`src/source/icache_pkg.sv`:
```
package icache_pkg;

	// Width of PC, instruction words and the statistics counters.
	localparam int WORD_BITS = 32;

	// Direct mapped, one word per line.
	localparam int ICACHE_SET_BITS = 6;
	localparam int ICACHE_LINES = 1 << ICACHE_SET_BITS;

	// PC bits above the set index and the byte offset.
	localparam int ICACHE_TAG_BITS = 30 - ICACHE_SET_BITS;

	// Stored line is {valid, tag, data}.
	localparam int ICACHE_ENTRY_BITS = 1 + ICACHE_TAG_BITS + WORD_BITS;

	// Field positions inside a stored line.
	localparam int ENTRY_VALID_BIT = ICACHE_ENTRY_BITS - 1;
	localparam int ENTRY_TAG_LSB = WORD_BITS;

	// First fetch address after reset.
	localparam logic [WORD_BITS-1:0] RESET_PC = '0;

	// Cache controller states.
	// Clearing walks every line to invalid after reset,
	// refilling waits for the bus and then for the new line to be read back.
	typedef enum logic [1:0] {
		state_clearing,
		state_idle,
		state_refilling
	} refill_state_t;

endpackage

```
`src/source/fetch_output.sv`:
```
`timescale 1ns/1ps

module fetch_output
	import icache_pkg::*;
(
	input wire i_clock,
	input wire i_reset,

	// Accepted word from the cache.
	input wire i_take,
	input wire [WORD_BITS-1:0] i_data,
	input wire [WORD_BITS-1:0] i_pc,

	// Toward the decoder.
	output logic [WORD_BITS-1:0] o_instr,
	output logic [WORD_BITS-1:0] o_instr_pc,
	output logic o_instr_valid
);

	// Valid pulses for one cycle per taken word.
	always_ff @(posedge i_clock) begin
		if (i_reset) begin
			o_instr_valid <= 1'b0;
		end else begin
			o_instr_valid <= i_take;
		end
	end

	// Word and PC only change on a take, so they hold
	// their last value while valid is low.
	always_ff @(posedge i_clock) begin
		if (i_take) begin
			o_instr <= i_data;
			o_instr_pc <= i_pc;
		end
	end

endmodule

```
`config.mk`:
```
export PLATFORM = sky130hd
export DESIGN_NAME = fetch_output
export DESIGN_NICKNAME = d
export VERILOG_FILES = /design/src/source/icache_pkg.sv /design/src/source/fetch_output.sv
export SDC_FILE = /design/constraint.sdc
export NUM_CORES = 1
export LEC_CHECK = 0
export ABC_AREA = 1
export BUFFER_PORTS_ARGS = -buffer_cell sky130_fd_sc_hd__buf_2
export CAP_MARGIN = 20
export CORE_ASPECT_RATIO = 1.5
export CORE_MARGIN = 5
export CORE_UTILIZATION = 38
export CTS_BUF_LIST = sky130_fd_sc_hd__clkbuf_4
export DETAILED_ROUTE_END_ITERATION = 6
export MAX_ROUTING_LAYER = met4
export PLACE_DENSITY = 0.78
export RECOVER_POWER = 50
export SYNTH_ARGS = -nofsm -noshare
export SYNTH_HDL_FRONTEND = slang
export SYNTH_SLANG_ARGS = --single-unit
```
`constraint.sdc`:
```
create_clock -name i_clock -period 0.8 [get_ports i_clock]
set_input_delay 0.04 -clock i_clock [delete_from_list [all_inputs] [get_ports i_clock]]
set_output_delay 0.04 -clock i_clock [all_outputs]
set_load 0.02 [all_outputs]
```
* Word level (Yosys, flattened, before mapping)
Index checks and enable logic that the tools add are counted.
Word-level totals: bits in registers 65, output and inout port bits 65, word-level logic and storage cells 3

* Longest topological paths before layout
depth after elaboration 0, gate-level depth with buffers 2

* Worst setup path after synthesis
OpenSTA, ideal clock, no wires.
path type register to output, start point reg o_instr[0], end point out o_instr[0], arrival time 449 ps, required time 760 ps, setup slack 311 ps, stages on the path, launching flop included 1, buffers on the path 0, path through edfxtp_1
RTL lines:
- start: declaration | RTL line fetch_output.sv:15 | output logic [WORD_BITS-1:0] o_instr,
- start signal: assignment | RTL line fetch_output.sv:33 | o_instr <= i_data;
No word-level cell between the ends.

* Final worst setup path
start point reg o_instr_pc[16], end point out o_instr_pc[16]
RTL lines:
- start: declaration | RTL line fetch_output.sv:16 | output logic [WORD_BITS-1:0] o_instr_pc,
- start signal: assignment | RTL line fetch_output.sv:34 | o_instr_pc <= i_pc;
No word-level cell between the ends.

==> summary.txt <==
Synthesis
  – Synthesis-stage register bit count: 65
  – Mapped Area: approximately 2000 µm²
  – Library cells used by synthesis: 4
  – Primary FF master, synth: edfxtp_1
  – Syn nets: 134
  – Mapped Cells: 67
  – Number of synthesized flops with an enable pin: 64
  – Synth top area cells: edfxtp_1, dfxtp_1, nor2_2
  – Most common cell in the netlist: edfxtp_1
  – Async set-reset flop share out of synthesis: 0%
  – Post-synthesis sequential area ratio: 99.5%
  – Most frequent cells after synthesis: edfxtp_1, dfxtp_1, inv_1, nor2_2
  – Syn avg cell area: 29.1 µm²
  – Yosys top cell by area: edfxtp_1
  – Yosys top cell area share: 98.5%
  – Synth warn: 0

Outcome
  – Violated checks: setup timing
  – Status: complete, but fails checks

Power
  – Clk pwr share: 26.9%
  – Sw Pwr: between 1500 and 2000 µW
  – Flop pwr share: 55.5%
  – Net Sw Frac: 23.2%
  – Comb pwr share: 17.6%
  – Pwr Density: 1970 nW/µm²
  – Int Pwr: approximately 5700 µW
  – Maximum vdd drop: roughly 1500 µV
  – Power consumption: approximately 7500 µW
  – Pleak: 0.00161 µW

Drt
  – Top sig layer: met4
  – Total Wirelength: 5600 µm
  – Iter 0 DRT Violations: 38
  – Vias/cell: 4.22
  – DRT Pass-1 Iters: 3
  – Met2 routed WL: 3540 µm
  – Met1 Wirelength: 1530 µm
  – Antenna Nets Post-Route: 0
  – # DRC: 0
  – Total number of vias: between 1000 and 1500
  – WL/cell: 16.1 µm
  – DR WL met3: 293 µm

Placed design
  – Placed Area: 2730 µm²
  – GP Congestion: 0.728
  – IO buf count: 131
  – Dpl ws: 0.0721 ns

Die
  – Die width: 68.5 µm
  – Rows: 32
  – # IOs: 132
  – Initial core utilization: 38.4%
  – Die height: 97.8 µm
  – Core Area: just over 5000 µm²
  – Die area: 6700 µm²

Clock tree
  – H-Tree Depth: 3
  – Number of clock sinks: 65
  – Setup Buffers After CTS: 0
  – CTS tree: yes
  – Clk buf depth: 2
  – Clock slew at reported path FFs: 0.09 ns
  – CTS Root Cell: clkbuf_4
  – Inserted Clock Buffers: 9

Global route
  – Initial antenna violation count: 0
  – Total track usage: 17.3%
  – Grt ovf: 0
  – First-pass GRT wire length: 7750 µm
  – Pin count of the biggest net entering global routing: 35
  – Vias in the first global route: ~1600

Min path
  – Hold Path Class: input pin to flip-flop
  – WHS Path Cells: 4

Layout
  – Layout cells sized above 1: 52.3%
  – Layout Nets: 343
  – Ant diodes: 0
  – Final Cell Area: 3780 µm²
  – Area Growth Syn to Fin: 93.9%

Worst setup path
  – Max stage delay on crit path: approximately 0.42 ns
  – Worst Path Buf+Inv: 1
  – Critical path cell sequence: buf_6
  – Req. time, crit path: 0.76 ns
  – Endpoint class of the critical path: output pin
  – Crit start category: flip-flop
  – CP max FO: 1
  – Critical path depth: 1
  – CP delay by family, top: flip-flops
  – Critical Path AT: 0.95 ns
  – Crit Path Class: flip-flop to output pin
  – Slowest-stage cell, CP: edfxtp_1

STA
  – Period utilization: 123%
  – Hold WS: 0.296 ns
  – Final worst setup slack: -0.187 ns
  – Max-slew violation count: 0
  – Max Clock Freq: roughly 1000 MHz
  – Setup Total Neg Slack: -10.19 ns
  – Final Critical Period: 0.987 ns
  – Slew HR: 51.6%
  – Worst Max-Slew Pin Slew: 0.726 ns
  – RSZ-0062 raised after global routing: yes
  – Setup Viol. Count Final: 65
  – Final Hold Fails: 0

Run
  – Max-Cap Viols: 0
## through the flow
| stage | instances | utilization [%] |
|---|---|---|
| after floorplan | 67 | - |
| after global placement | 268 | 53.7 |
| after detailed placement | 268 | 53.7 |
| after global routing | 349 | 74.4 |
| final | 349 | 74.4 |
| after CTS | 349 | 71.4 |
## cells by family after synthesis
logic type	synth area share (%)
flip-flops	99.5
buffers and inverters	0.192
AND/OR/NAND/NOR	0.321
## power groups by stage
stage | logic [µW] | registers [µW] | clock network [µW]
floorplan | 2.83 | 4530 | 0
global placement | 842 | 4150 | 0
finish | 1310 | 4150 | 2010
detailed placement | 854 | 4170 | 0
CTS | 1190 | 4110 | 2100
global route | 1380 | 4170 | 2260
## what timing repair did
action | in CTS | in global routing
hold buffers | 65 | 0
hold endpoints to repair | 65 | 0
gates resized for setup | 39 | 59
setup endpoints to repair | 65 | 65
## flip-flops by register name, indices dropped and copies added, names as in the netlist
signal / flops
o_instr: 32
o_instr_valid: 1
o_instr_pc: 32
## metal layers
metal  track usage, %  vias up
met2             31.3       62
met4             12.9        0
li1                 -      692
met3             3.91       19
met1             13.9      699
met5                -        -
## cells in the final DEF, fill, tap and decap left out
cell and instances:
buf_6 48, nor2_2 1, clkbuf_2 1, bufinv_16 1
inv_1 1, edfxtp_1 64, dlygate4sd3_1 65, clkbuf_4 12
clkinv_2 1, dfxtp_2 1, clkbuf_1 1, buf_2 82
clkinv_1 3
## final cells by class
type                            count  area (µm²)
Clock buffer                       11        82.6
Clock inverter                      5        46.3
Fill cell                         302        1300
Inverter                            1        3.75
Multi-Input combinational cell      1        6.26
Sequential cell                    65        1940
Tap cell                           68        85.1
Timing Repair Buffer              198        1620
## worst paths after layout
path | from | end | slack (ns)
max | o_instr_pc[16] | o_instr_pc[16] | -0.19
min | i_take | o_instr_valid | 0.30
Note: power is estimated with default switching activity, not from simulation.
