### src/source/icache_pkg.sv
package icache_pkg;

	// Width of PC, instruction words and the statistics counters.
	localparam int WORD_BITS = 32;

	// Direct mapped, one word per line.
	localparam int ICACHE_SET_BITS = 6;
	localparam int ICACHE_LINES = 1 << ICACHE_SET_BITS;

	// PC bits above the set index and the byte offset.
	localparam int ICACHE_TAG_BITS = 30 - ICACHE_SET_BITS;

	// Stored line is {valid, tag, data}.
	localparam int ICACHE_ENTRY_BITS = 1 + ICACHE_TAG_BITS + WORD_BITS;

	// Field positions inside a stored line.
	localparam int ENTRY_VALID_BIT = ICACHE_ENTRY_BITS - 1;
	localparam int ENTRY_TAG_LSB = WORD_BITS;

	// First fetch address after reset.
	localparam logic [WORD_BITS-1:0] RESET_PC = '0;

	// Cache controller states.
	// Clearing walks every line to invalid after reset,
	// refilling waits for the bus and then for the new line to be read back.
	typedef enum logic [1:0] {
		state_clearing,
		state_idle,
		state_refilling
	} refill_state_t;

endpackage

### src/source/fetch_sequencer.sv
`timescale 1ns/1ps

module fetch_sequencer
	import icache_pkg::*;
(
	input wire i_clock,
	input wire i_reset,

	// Redirect strobe from the branch unit.
	input wire i_redirect,
	input wire [WORD_BITS-1:0] i_redirect_pc,

	// Consumer back-pressure.
	input wire i_hold,

	// Lookup result for the current PC.
	input wire i_cache_hit,

	output logic [WORD_BITS-1:0] o_fetch_pc,
	output logic o_fetch_take
);

	logic [WORD_BITS-1:0] fetch_pc;

	// An instruction leaves only on a hit that is neither held nor
	// overridden by a redirect in the same cycle.
	assign o_fetch_take = i_cache_hit && !i_hold && !i_redirect;

	// Redirect has priority over sequential advance.
	always_ff @(posedge i_clock) begin
		if (i_reset) begin
			fetch_pc <= RESET_PC;
		end else if (i_redirect) begin
			fetch_pc <= i_redirect_pc;
		end else if (o_fetch_take) begin
			fetch_pc <= fetch_pc + WORD_BITS'(4);
		end
	end

	assign o_fetch_pc = fetch_pc;

endmodule

### config.mk
export PLATFORM = sky130hd
export DESIGN_NAME = fetch_sequencer
export DESIGN_NICKNAME = d
export VERILOG_FILES = /design/src/source/icache_pkg.sv /design/src/source/fetch_sequencer.sv
export SDC_FILE = /design/constraint.sdc
export NUM_CORES = 1
export LEC_CHECK = 0
export BUFFER_PORTS_ARGS = -buffer_cell sky130_fd_sc_hd__buf_2
export CAP_MARGIN = 0
export CELL_PAD_IN_SITES_DETAIL_PLACEMENT = 0
export CELL_PAD_IN_SITES_GLOBAL_PLACEMENT = 2
export CORE_UTILIZATION = 27
export DETAILED_ROUTE_END_ITERATION = 8
export GPL_TIMING_DRIVEN = 0
export PLACE_DENSITY_LB_ADDON = 0.3
export SLEW_MARGIN = 15
export SYNTH_ARGS = -nofsm -noshare
export SYNTH_HDL_FRONTEND = slang
export SYNTH_SLANG_ARGS = --single-unit
### constraint.sdc
create_clock -name i_clock -period 2.67 [get_ports i_clock]
set_input_delay 0.4005 -clock i_clock [delete_from_list [all_inputs] [get_ports i_clock]]
set_output_delay 0.4005 -clock i_clock [all_outputs]
set_load 0.1 [all_outputs]
### Word-level counts from Yosys, hierarchy flattened

Index checks and enable logic that the tools add are counted.

* bits in registers: 32
* latch bits: 0
* memory bits (writable): 0
* bits in read-only memories: 0
* output and inout bits: 33
* word-level logic and storage cells: 9
* memories: 0

* add/sub/neg operators: 1
* multiply operators: 0
* div/mod/pow operators: 0
* $lt $le $gt $ge: 0
* equality and inequality tests: 0
* shifts and indexed selects: 0
* mux-type cells: 2
* bitwise gates (word level): 0
* reduce and logical (&&, ||, !) cells: 5

Operators with widths (number)
* $mux 32: 2
* $add 32x3->32 const B: 1
* $logic_and 1x1->1: 2
* $logic_not 1->1: 2
* $reduce_bool 2->1: 1

### Depth between registers and ports, before layout

* depth after elaboration: 5
* depth in mapped cells: 6
* gate-level depth less buffers: 5

### Worst setup path before layout

OpenSTA, ideal clock, no wires.

* kind: register -> register
* start point: register fetch_pc[17] (netlist: o_fetch_pc[17])
* end point: register fetch_pc[28] (netlist: o_fetch_pc[28])
* setup time: 0.120 ns
* data arrival time: 2.670 ns
* slack: -0.120 ns
* cell stages (with the launch flop): 6
* path buffers: 1
* clock period less this slack: 2.790 ns
* path through: dfxtp_1 > nand4_1 > or4_1 > clkbuf_1 > o311a_1 > a211o_1

* longest elaborated chain between the ends: 3

RTL lines
* from (decl): line fetch_sequencer.sv:23 `logic [WORD_BITS-1:0] fetch_pc;`
* from (signal assigned): line fetch_sequencer.sv:34 `fetch_pc <= i_redirect_pc;`
* from (signal assigned): line fetch_sequencer.sv:36 `fetch_pc <= fetch_pc + WORD_BITS'(4);`
* $add 32x3->32: line fetch_sequencer.sv:36
* $mux 32: line fetch_sequencer.sv:35 `end else if (o_fetch_take) begin`
* $mux 32: line fetch_sequencer.sv:33 `end else if (i_redirect) begin`

Every way passes these cells. The select of a mux whose other input is x is not followed.
A chain may end at the register's enable or synchronous reset.

### Worst setup path after layout

* start point: register fetch_pc[2] (netlist: o_fetch_pc[2])
* end point: register fetch_pc[18] (netlist: o_fetch_pc[18])

Same word-level chain as after synthesis.

==> flow_summary.yaml <==
global_routing:
  grt_pass1_vias: 1899
  grt_pass1_wl_mm: 9.70
  globalRouteMet1Util_pct: 24.7
  antenna_found_initial: 0
  met3_usage_pct: 3.74
  track_usage_pct: 17.1
  grt-ovfl-total: 0
  grtUsageMet2_pct: 25.6
  busiest_layer: "met2"
  grt_max_degree: 11
clocking:
  clkSinkCount: 32
  cts_tree: "yes"
  ctsHoldBuffers: 0
  cts_buffers: 5
  post_cts_buffers: 0
  clkLatencyLatePin_ps: 280
  clock_path_buffers: 2
  clk_pin_slew_ps: 70
  cts-root-buf: "clkbuf_8"
  h-tree-depth: 2
  ctsResizeCount: 0
power:
  clkPwrFrac_pct: 29.1
  combPwrFrac_pct: 29.8
  p_int_mw: 0.807
  switching_share_pct: 40.6
  vdd_drop_max_uv: 232
  cellLeakagePower_nw: 0.900
  p_switching_mw: 0.551
  power_mw: 1.36
  p_seq_share_pct: 41.0
  power_density_mw_per_mm2: 568
route:
  drt.antenna.violating_nets: 0
  vias: 2059
  drc_errors: 5
  dr.pass1.iters: 7
  vias_per_cell: 5.40
  avgRoutedWirePerCell_um: 15.6
  drt_iter0_markers: 74
  routed_wl_mm: 5.94
critical_path:
  path_max_fanout: 10
  crit_chain: "ha_1 -> nand3b_1 -> or2_2 -> clkbuf_1 -> or4_1 -> a311oi_1"
  cp_slowest_cell: "or4_1"
  cp.required_ps: 2860
  worstSetupPathType: "reg2reg"
  rrSetupSlack_ps: 380
  cpPeakStageDelay_ps: 450
  worst_setup_path_end_kind: "register"
  critPathLaunchType: "register"
  worstPathArrival_ps: 2480
  worst-path-buf-inv: 1
  cp_top_family: "simple AND/OR/NAND/NOR gates"
logic_synthesis:
  syn_avg_cell_area_um2: 8.12
  ys_ff_latch: 32
  synth_edf_count: 0
  netlist_area_mm2: 0.00185
  ys.flop_type: "dfxtp_1"
  post_synth_num_cell_types: 40
  yosysWarnings: 0
  ys_seq_area_share_pct: 34.6
  synth_cells: 228
  syn_nets: 266
  async_flop_share_pct: 0
timing:
  fin_crit_ps: 2290
  clock_skew_ps: 5.27
  grt_setup_unrepaired: "no"
  slew_headroom_pct: 62.2
  finalHoldViolations: 0
  fmax_mhz: 437
  slew_viol_final: 0
  tightest_slew_ps: 567
  setup_violations: 0
  timing.final.crit_share_pct: 85.6
  whs_ps: 357
cells_and_area:
  final_cell_mix: "buf_2 (69), nor2_1 (34), dfxtp_1 (21)"
  antenna_cells: 0
  final_cells: 381
  fin_area_mm2: 0.00239
  largest_reg_flops: 32
  final_common_cell: "buf_2"
  fin_nets: 341
  syn_to_final_growth_pct: 29.2
  drive_above_1_share_pct: 31.3
floorplanning:
  fp.dieH_um: 84.8
  die_w_um: 84.8
  core-area_mm2: 0.00649
  die-area_mm2: 0.00719
  initial_core_util_pct: 28.5
  ioPinCount: 70
  rows: 29
run:
  cap_violations: 0
placed_design:
  numPlacedInstances: 373
  dpl_cell_area_mm2: 0.00230
  place_hpwl_mm: 4.30
  portBuffers: 68
  globalplace.congestion: 0.786
status:
  status: "finished, violations left"
  violations: "design-rule violations"
hold_path:
  hold_path.class: "in2reg"
==> final cells by class <==
type	count	area, µm²
Clock buffer	8	90.1
Multi-Input combinational cell	172	1110
Buffer	18	76.3
Tap cell	77	96.3
Timing Repair Buffer	68	340
Sequential cell	32	654
Fill cell	740	4100
Inverter	6	22.5
==> through the flow <==
step           setup slack, ps  setup TNS [ps]  util (%)
6_report                   383               0      36.8
5_1_grt                    184               0      36.8
4_1_cts                    338               0      36.8
3_5_place_dp               186               0      35.4
3_3_place_gp               218               0      35.4
2_1_floorplan            -41.7           -41.7         -
==> cells in the mapped netlist (all sizes together), types with 4 or more instances <==
master / number / area, µm²
a211oi: 12 / 90.1
a311oi: 13 / 114
buf: 5 / 27.5
clkbuf: 13 / 48.8
dfxtp: 32 / 641
inv: 6 / 22.5
nand2: 11 / 41.3
nand3: 11 / 60.1
nand4: 4 / 25.0
nor2: 34 / 128
nor3: 6 / 30.0
nor4: 4 / 25.0
o31ai: 11 / 82.6
or2: 4 / 25.0
or3: 4 / 25.0
or4: 14 / 105
xnor2: 10 / 87.6
==> power groups by stage <==
stage | logic [mW] | clock network (mW) | registers, mW
detailed placement | 0.407 | 0 | 0.568
global route | 0.425 | 0.430 | 0.564
global placement | 0.406 | 0 | 0.568
finish | 0.405 | 0.396 | 0.557
floorplan | 0.0888 | 0 | 0.794
CTS | 0.408 | 0.406 | 0.557
==> worst paths after layout <==
| kind | start | cells after the start | to |
|---|---|---|---|
| hold reg to reg | o_fetch_pc[1] | 2 | o_fetch_pc[1] |
| hold / removal | i_redirect_pc[0] | 3 | o_fetch_pc[0] |
| setup / recovery | o_fetch_pc[2] | 6 | o_fetch_pc[18] |
| setup reg to reg | o_fetch_pc[2] | 6 | o_fetch_pc[18] |
==> worst min-delay path: stages <==
cell and delay (ps):
buf_2 70, mux2i_1 50, nor2_1 80
==> per-layer routing <==
metal  share of wire [%]  vias up
met4                0.77        0
met3                 4.6        5
met5                   0        -
li1                    -     1029
met1                  51      972
met2                  44       53
==> logic make-up after synthesis <==
group / Yosys count / share of synthesized area [%]
multiplexers: 3 / 1.62
XOR/XNOR: 11 / 5.21
flip-flops: 32 / 34.6
AND/OR/NAND/NOR: 104 / 30.2
AO/OA/AOI/OAI: 53 / 22.3
buffers and inverters: 24 / 5.34
adder cells (fa/ha/maj): 1 / 0.676
Power figures use the tool's default switching activity.
