## config.mk

```make
export PLATFORM = sky130hd
export DESIGN_NAME = icache_lookup
export DESIGN_NICKNAME = d
export VERILOG_FILES = /design/src/source/icache_pkg.sv /design/src/source/icache_lookup.sv
export SDC_FILE = /design/constraint.sdc
export NUM_CORES = 1
export LEC_CHECK = 0
export BUFFER_PORTS_ARGS = -buffer_cell sky130_fd_sc_hd__buf_2
export CORE_MARGIN = 10
export CORE_UTILIZATION = 40
export CTS_BUF_LIST = sky130_fd_sc_hd__clkbuf_4 sky130_fd_sc_hd__clkbuf_8 sky130_fd_sc_hd__clkbuf_16
export DETAILED_ROUTE_END_ITERATION = 10
export PLACE_DENSITY_LB_ADDON = 0.15
export SLEW_MARGIN = 25
export SYNTH_ARGS = -nofsm -noshare
export SYNTH_HDL_FRONTEND = slang
export SYNTH_SLANG_ARGS = --single-unit
```

## constraint.sdc

```tcl
create_clock -name i_clock -period 5.3 [get_ports i_clock]
set_clock_uncertainty 0.2 [all_clocks]
set_input_delay 0.265 -clock i_clock [delete_from_list [all_inputs] [get_ports i_clock]]
set_output_delay 0.265 -clock i_clock [all_outputs]
set_load 0.03 [all_outputs]
```

## src/source/icache_pkg.sv

```systemverilog
package icache_pkg;

	// Width of PC, instruction words and the statistics counters.
	localparam int WORD_BITS = 32;

	// Direct mapped, one word per line.
	localparam int ICACHE_SET_BITS = 6;
	localparam int ICACHE_LINES = 1 << ICACHE_SET_BITS;

	// PC bits above the set index and the byte offset.
	localparam int ICACHE_TAG_BITS = 30 - ICACHE_SET_BITS;

	// Stored line is {valid, tag, data}.
	localparam int ICACHE_ENTRY_BITS = 1 + ICACHE_TAG_BITS + WORD_BITS;

	// Field positions inside a stored line.
	localparam int ENTRY_VALID_BIT = ICACHE_ENTRY_BITS - 1;
	localparam int ENTRY_TAG_LSB = WORD_BITS;

	// First fetch address after reset.
	localparam logic [WORD_BITS-1:0] RESET_PC = '0;

	// Cache controller states.
	// Clearing walks every line to invalid after reset,
	// refilling waits for the bus and then for the new line to be read back.
	typedef enum logic [1:0] {
		state_clearing,
		state_idle,
		state_refilling
	} refill_state_t;

endpackage

```

## src/source/icache_lookup.sv

```systemverilog
`timescale 1ns/1ps

module icache_lookup
	import icache_pkg::*;
(
	input wire i_clock,
	input wire i_reset,

	// Fetch side.
	input wire [WORD_BITS-1:0] i_fetch_pc,
	input wire i_fetch_take,
	output logic o_hit,
	output logic [WORD_BITS-1:0] o_hit_data,

	// Refill bus.
	output logic o_bus_request,
	output logic [WORD_BITS-1:0] o_bus_address,
	input wire i_bus_ready,
	input wire [WORD_BITS-1:0] i_bus_rdata,

	// Line RAM.
	output logic [ICACHE_SET_BITS-1:0] o_ram_rd_set,
	input wire [ICACHE_ENTRY_BITS-1:0] i_ram_rdata,
	output logic o_ram_wr_request,
	output logic [ICACHE_SET_BITS-1:0] o_ram_wr_set,
	output logic [ICACHE_ENTRY_BITS-1:0] o_ram_wr_entry,

	// Statistics.
	output logic [WORD_BITS-1:0] o_hit_count,
	output logic [WORD_BITS-1:0] o_miss_count
);

	refill_state_t state;
	logic [ICACHE_SET_BITS-1:0] clear_set;

	logic [ICACHE_SET_BITS-1:0] fetch_set;
	logic [ICACHE_TAG_BITS-1:0] fetch_tag;
	logic entry_valid;
	logic [ICACHE_TAG_BITS-1:0] entry_tag;

	logic [ICACHE_SET_BITS-1:0] set_r;
	logic stale_r;
	logic line_present;
	logic tag_match;
	logic miss;

	logic refill_write;
	logic [ICACHE_SET_BITS-1:0] refill_set;
	logic [ICACHE_TAG_BITS-1:0] refill_tag;
	logic [WORD_BITS-1:0] refill_data;

	// PC split, byte offset dropped.
	assign fetch_set = i_fetch_pc[ICACHE_SET_BITS+1:2];
	assign fetch_tag = i_fetch_pc[WORD_BITS-1:ICACHE_SET_BITS+2];

	// Stored line fields.
	assign entry_valid = i_ram_rdata[ENTRY_VALID_BIT];
	assign entry_tag = i_ram_rdata[ENTRY_VALID_BIT-1:ENTRY_TAG_LSB];
	assign o_hit_data = i_ram_rdata[WORD_BITS-1:0];

	// RAM output is only meaningful when it was read for the current set
	// and no write to that set landed on the same edge.
	assign line_present = (set_r == fetch_set) && !stale_r;
	assign tag_match = entry_valid && (entry_tag == fetch_tag);

	assign o_hit = (state == state_idle) && line_present && tag_match;
	assign miss = (state == state_idle) && line_present && !tag_match;

	// Read the next set ahead when this word is taken, so straight-line
	// code streams one word per cycle.
	assign o_ram_rd_set = (o_hit && i_fetch_take) ? fetch_set + 1'b1 : fetch_set;

	// Sweep writes go straight out, refill writes come from registers.
	always_comb begin
		if (state == state_clearing) begin
			o_ram_wr_request = 1'b1;
			o_ram_wr_set = clear_set;
			o_ram_wr_entry = '0;
		end else begin
			o_ram_wr_request = refill_write;
			o_ram_wr_set = refill_set;
			o_ram_wr_entry = {1'b1, refill_tag, refill_data};
		end
	end

	// Which set the RAM is presenting, and whether it was overwritten.
	always_ff @(posedge i_clock) begin
		set_r <= o_ram_rd_set;
		stale_r <= o_ram_wr_request && (o_ram_wr_set == o_ram_rd_set);
	end

	// Controller.
	always_ff @(posedge i_clock) begin
		if (i_reset) begin
			state <= state_clearing;
			clear_set <= '0;
			o_bus_request <= 1'b0;
			refill_write <= 1'b0;
		end else begin
			refill_write <= 1'b0;
			case (state)
				state_clearing: begin
					// One line per cycle.
					clear_set <= clear_set + 1'b1;
					if (clear_set == ICACHE_SET_BITS'(ICACHE_LINES - 1)) begin
						state <= state_idle;
					end
				end
				state_idle: begin
					if (miss) begin
						state <= state_refilling;
						o_bus_request <= 1'b1;
					end
				end
				state_refilling: begin
					if (o_bus_request && i_bus_ready) begin
						o_bus_request <= 1'b0;
						refill_write <= 1'b1;
					end else if (refill_write) begin
						// Write lands on this edge; the stale flag covers the read.
						state <= state_idle;
					end
				end
				default: begin
					state <= state_clearing;
				end
			endcase
		end
	end

	// Refill address and line contents.
	always_ff @(posedge i_clock) begin
		if (miss) begin
			o_bus_address <= i_fetch_pc;
			refill_set <= fetch_set;
			refill_tag <= fetch_tag;
		end
		if (o_bus_request && i_bus_ready) begin
			refill_data <= i_bus_rdata;
		end
	end

	// Misses count at refill start, hits when the word is taken.
	always_ff @(posedge i_clock) begin
		if (i_reset) begin
			o_hit_count <= '0;
			o_miss_count <= '0;
		end else begin
			if (o_hit && i_fetch_take) begin
				o_hit_count <= o_hit_count + 1'b1;
			end
			if (miss) begin
				o_miss_count <= o_miss_count + 1'b1;
			end
		end
	end

endmodule

```

---- Word-level counts from Yosys, hierarchy flattened ----
Index checks and enable logic that the tools add are counted.
word-level totals
  register bits ........................... 175
  bits in latches ......................... 0
  RAM bits ................................ 0
  bits in read-only memories .............. 0
  bits of input ports ..................... 125
  output and inout bits ................... 200
  word-level logic and storage cells ...... 56
  memories ................................ 0
cells by class
  add/sub/neg operators ................... 4
  multipliers ............................. 0
  div/mod/pow operators ................... 0
  $lt $le $gt $ge ......................... 0
  eq/ne operators ......................... 11
  shift-type cells ........................ 0
  mux-type cells .......................... 13
  bitwise gates (word level) .............. 1
  reductions and logical operators ........ 15
operator list
  kind                     number
  $add A32 B1 Y32 const B  2
  $mux W57                 1
  $eq A24 B24 Y1           1
  $add A6 B1 Y6 const B    2
  $eq A6 B6 Y1             2
  $mux W6                  2
  $logic_and A1 B1 Y1      8
  $mux W2                  4
  $ne A2 B2 Y1 const B     4
  $eq A6 B6 Y1 const B     1
  $pmux W2 S3              1
  $mux W1                  4
  $reduce_and A4 Y1        1
  $reduce_and A3 Y1        1
  $eq A2 B1 Y1 const B     1
  $eq A2 B2 Y1 const B     1
  $logic_not A1 Y1         2
  $logic_not A2 Y1         1
  $ne A2 B1 Y1 const B     1
  $pmux W1 S2              1
  $reduce_bool A2 Y1       1
  $reduce_or A2 Y1         1
  $not A1 Y1               1

---- Logic depth before layout (Yosys ltp) ----
  word-level depth ........................ 8
  mapped depth ............................ 10
  gate-level depth less buffers ........... 8

---- Least setup slack after synthesis ----
Ideal clock, no wire load.
  kind .................................... input-to-reg
  start point ............................. in i_fetch_pc[2]
  end point ............................... reg o_miss_count[4]
  setup time .............................. 128 ps
  data arrival time ....................... 3,420 ps
  required time ........................... 4,972 ps
  slack ................................... 1,552 ps
  stages .................................. 8
  path buffers ............................ 1
  cells stage by stage .................... clkbuf_1 > xor2_1 > nor2_1 > nand4_1 > a21oi_1 > nand4_1 > xor2_1 > nor2_1
between the ends
  cells in the longest elaborated chain, start to end .. 4
ends and longest elaborated chain
  element                           line                  RTL
  from (decl)                       icache_lookup.sv:10   input wire [WORD_BITS-1:0] i_fetch_pc,
  $eq A6 B6 Y1                      icache_lookup.sv:63   assign line_present = (set_r == fetch_set) && !stale_r;
  $logic_and A1 B1 Y1               icache_lookup.sv:63
  $logic_and A1 B1 Y1 (2 in a row)  icache_lookup.sv:67   assign miss = (state == state_idle) && line_present && !tag_match;
  net miss                          icache_lookup.sv:45   logic miss;
  to (signal assigned)              icache_lookup.sv:153  o_miss_count <= o_miss_count + 1'b1;
  to (decl)                         icache_lookup.sv:30   output logic [WORD_BITS-1:0] o_miss_count
The timed path passes the listed nets, and every way through them passes these cells.
A chain may end at the register's enable or synchronous reset.

---- Worst setup path in the final report ----
  start point ............................. in i_fetch_pc[26]
  end point ............................... out o_ram_rd_set[5]
between the ends
  cells in the longest elaborated chain, start to end .. 5
ends and longest elaborated chain
  element              line                 RTL
  $eq A24 B24 Y1       icache_lookup.sv:64  assign tag_match = entry_valid && (entry_tag == fetch_tag);
  $logic_and A1 B1 Y1  icache_lookup.sv:64
  $logic_and A1 B1 Y1  icache_lookup.sv:66  assign o_hit = (state == state_idle) && line_present && tag_match;
  $logic_and A1 B1 Y1  icache_lookup.sv:71  assign o_ram_rd_set = (o_hit && i_fetch_take) ? fetch_set + 1'b1 : fetch_set;
  $mux W6              icache_lookup.sv:71
  to (decl)            icache_lookup.sv:22  output logic [ICACHE_SET_BITS-1:0] o_ram_rd_set,
Every way passes these cells.

==> flow_metrics.py <==
metrics = {
    "timing": {
        "setup_tns_ns": 0,
        "fin_crit_ns": 3.83,
        "finalHoldViolations": 0,
        "relSlewSlack_pct": 30.2,
        "worst_slew_pin_slew_ns": 1.05,
        "finalSetupViolations": 0,
        "setup_ws_ns": 1.47,
        "rsz0062_at_grt": "false",
        "drv_slew": 0,
        "fmax_ghz": 0.261,
        "fin_crit_sh_pct": 72.2,
    },
    "cts": {
        "cts_setup_buffers": 0,
        "clk_latency_ns": 0.41,
        "cts-root-buf": "clkbuf_16",
        "ctsHtreeMaxLevel": 4,
        "path_clk_slew_ns": 0.06,
        "cts_sinks": 145,
        "cts_tree": "built",
        "cts_buffers": 17,
        "ctsLongestPathBuffers": 2,
    },
    "global_routing": {
        "grt_start_max_net_pins": 75,
        "grt_pass1_wl_um": 32600,
        "overflow": 0,
        "gr-usage-all-layers_pct": 18.1,
        "grt_pass1_vias": 5775,
        "antenna_found_initial": 0,
    },
    "logic_synthesis": {
        "yosysUniqueCellTypes": 44,
        "synth_area_um2": 6880,
        "synth_edf_count": 64,
        "synth_top_area_share_pct": 27.9,
        "ys_seq_area_share_pct": 51.5,
        "netlist_instances": 678,
        "ys_seq_elements": 145,
        "synth_nets": 807,
        "ys.flop_type": "dfxtp_1",
        "synth_warnings": 0,
        "synth.area.top_cells": "edfxtp_1 28%, dfxtp_1 24%, xnor2_1 6.2%",
        "ys_async_sr_fraction_pct": 0,
        "synth_area_leader_cell": "edfxtp_1",
        "syn_area_per_cell_um2": 10.2,
    },
    "critical_path": {
        "critPathArrivalTime_ns": 3.36,
        "path_class": "input port to output pin",
        "worstPathMaxFanout": 7,
        "end_kind": "output pin",
        "crit_required_ns": 4.84,
        "startpoint_type": "input port",
    },
    "drt": {
        "first_pass_iters": 4,
        "finalWirelength_um": 21300,
        "drc": 0,
        "num_vias": 5903,
        "wl_per_cell_um": 17.7,
        "wl_met1_um": 8770,
        "wl_met2_um": 10300,
        "met3WireLength_um": 1850,
        "vias_per_cell": 4.92,
        "drtIter0Drc": 281,
        "ant_nets": 0,
        "routed.top_layer": "met4",
    },
    "status": {
        "outcome": "completed",
    },
    "floorplanning": {
        "core_um2": 16700,
        "die_y_um": 151,
        "die_w_um": 151,
        "die_area_um2": 22900,
        "initial_utilization_pct": 41.2,
        "ios": 325,
        "fp-row-count": 47,
    },
    "place": {
        "place.port_buffers": 260,
        "post-place-ws_ns": 1.92,
        "place_congestion": 0.840,
        "hpwlAfterDp_um": 15900,
    },
    "pwr": {
        "p_per_area_nw_per_um2": 268,
        "p_leak_nw": 3.97,
        "finalPower_mw": 2.51,
        "vdd_drop_max_mv": 0.222,
    },
    "run": {
        "maxCapViolations": 0,
    },
    "hold_path": {
        "holdCritPathClass": "input port to flop",
    },
    "final_layout": {
        "drive_gt1_share_pct": 31.5,
        "area_growth_syn_to_layout_pct": 36.4,
        "diodes": 0,
        "finalNetCount": 1097,
    },
}
==> where the power goes <==
| part | internal [mW] | switching (mW) | total (mW) |
|---|---|---|---|
| clock network | 0.662 | 0.509 | 1.17 |
| logic | 0.0860 | 0.0850 | 0.171 |
| registers | 1.17 | 0.00351 | 1.17 |
==> metrics by stage <==
| stage | hold slack, ns | std cells | instance area (um2) | utilization [%] |
|---|---|---|---|---|
| final | 0.143 | 1201 | 9390 | 56.2 |
| after global routing | 0.152 | 1201 | 9390 | 56.2 |
| after CTS | 0.126 | 1201 | 9380 | 56.2 |
| after detailed placement | 0.243 | 1104 | 8160 | 48.8 |
| after global placement | 0.242 | 1104 | 8160 | 48.8 |
| after floorplan | 0.164 | 678 | 6880 | - |
==> per-layer routing <==
metal,up-vias,global-route usage (%)
met5,-,0
met4,0,6.16
met3,38,6.26
met2,204,29.9
met1,2749,21.5
li1,2912,-
==> state kept, by name (all words and copies together), names as in the netlist <==
name and flops:
o_miss_count 32, stale_r 1, o_hit_count 32, refill_write 1, o_bus_request 1, clear_set 6
o_bus_address 32, set_r 6, state 2, refill_data 32
==> cell type report <==
cell class | instances | area (um2)
Fill cell | 1518 | 7310
Inverter | 14 | 52.6
Clock buffer | 17 | 425
Clock inverter | 15 | 149
Timing Repair Buffer | 329 | 1980
Sequential cell | 145 | 3540
Tap cell | 220 | 275
Multi-Input combinational cell | 461 | 2960
==> kinds of logic (layout without fill, tap and decap cells) <==
group                    Yosys count  after routing  share of synthesized area, %
buffers and inverters             72            375                          5.78
XOR/XNOR                          90             90                          11.8
flip-flops                       145            145                          51.5
multiplexers                       9              9                          1.40
adder cells (fa/ha/maj)            4              4                         0.727
AND/OR/NAND/NOR                  298            298                          23.7
AO/OA/AOI/OAI                     60             60                          5.09
==> Yosys cell counts, types with 19 or more instances <==
cell / instances
dfxtp_1: 81
nor2_1: 60
and2_1: 59
nand2_1: 34
xor2_1: 39
a21oi_1: 26
xnor2_1: 49
buf_4: 33
nand4_1: 23
or3_1: 19
nand3_1: 27
nor3_1: 27
clkbuf_1: 22
o21ai_0: 23
edfxtp_1: 64
==> what timing repair did <==
action	in CTS	in global routing
endpoints found under the setup margin	0	0
hold endpoints to repair	70	0
gates resized for setup	0	0
hold buffers	65	0
==> worst max-delay path, stage by stage <==
cell           delay, ns
dlygate4sd3_1       0.54
buf_2               0.13
xnor2_1             0.32
nand4_1             0.26
or4_1               0.75
or4_1               0.65
xnor2_1             0.20
buf_2               0.24
==> layout by cell type (no fill, tap or decap), types with 3 or more instances in the layout <==
master,count
a21oi_1,25
and2_1,59
and3_1,16
and4_1,8
buf_2,260
buf_4,4
clkbuf_16,17
dfxtp_1,81
dlygate4sd3_1,65
edfxtp_1,64
ha_1,4
inv_1,14
inv_6,5
inv_8,3
mux2_2,5
mux2i_1,4
nand2_1,34
nand2b_1,3
nand3_1,27
nand4_1,23
nor2_1,60
nor3_1,27
nor4_1,9
o21ai_0,23
or3_1,19
or4_1,3
xnor2_1,49
xor2_1,39
==> path summary, 6_finish.rpt <==
kind,from,slack [ns],to,cells past startpoint
max,i_fetch_pc[26],1.47,o_ram_rd_set[5],8
min,i_fetch_take,0.14,set_r[4]$_DFF_P_,5
max reg2reg,state[0]$_SDFFE_PP0P_,2.28,o_miss_count[4]$_SDFFE_PP0P_,7
min reg2reg,clear_set[1]$_SDFFE_PP0P_,0.30,clear_set[1]$_SDFFE_PP0P_,2
No activity file was read; power rests on OpenSTA's default activity.
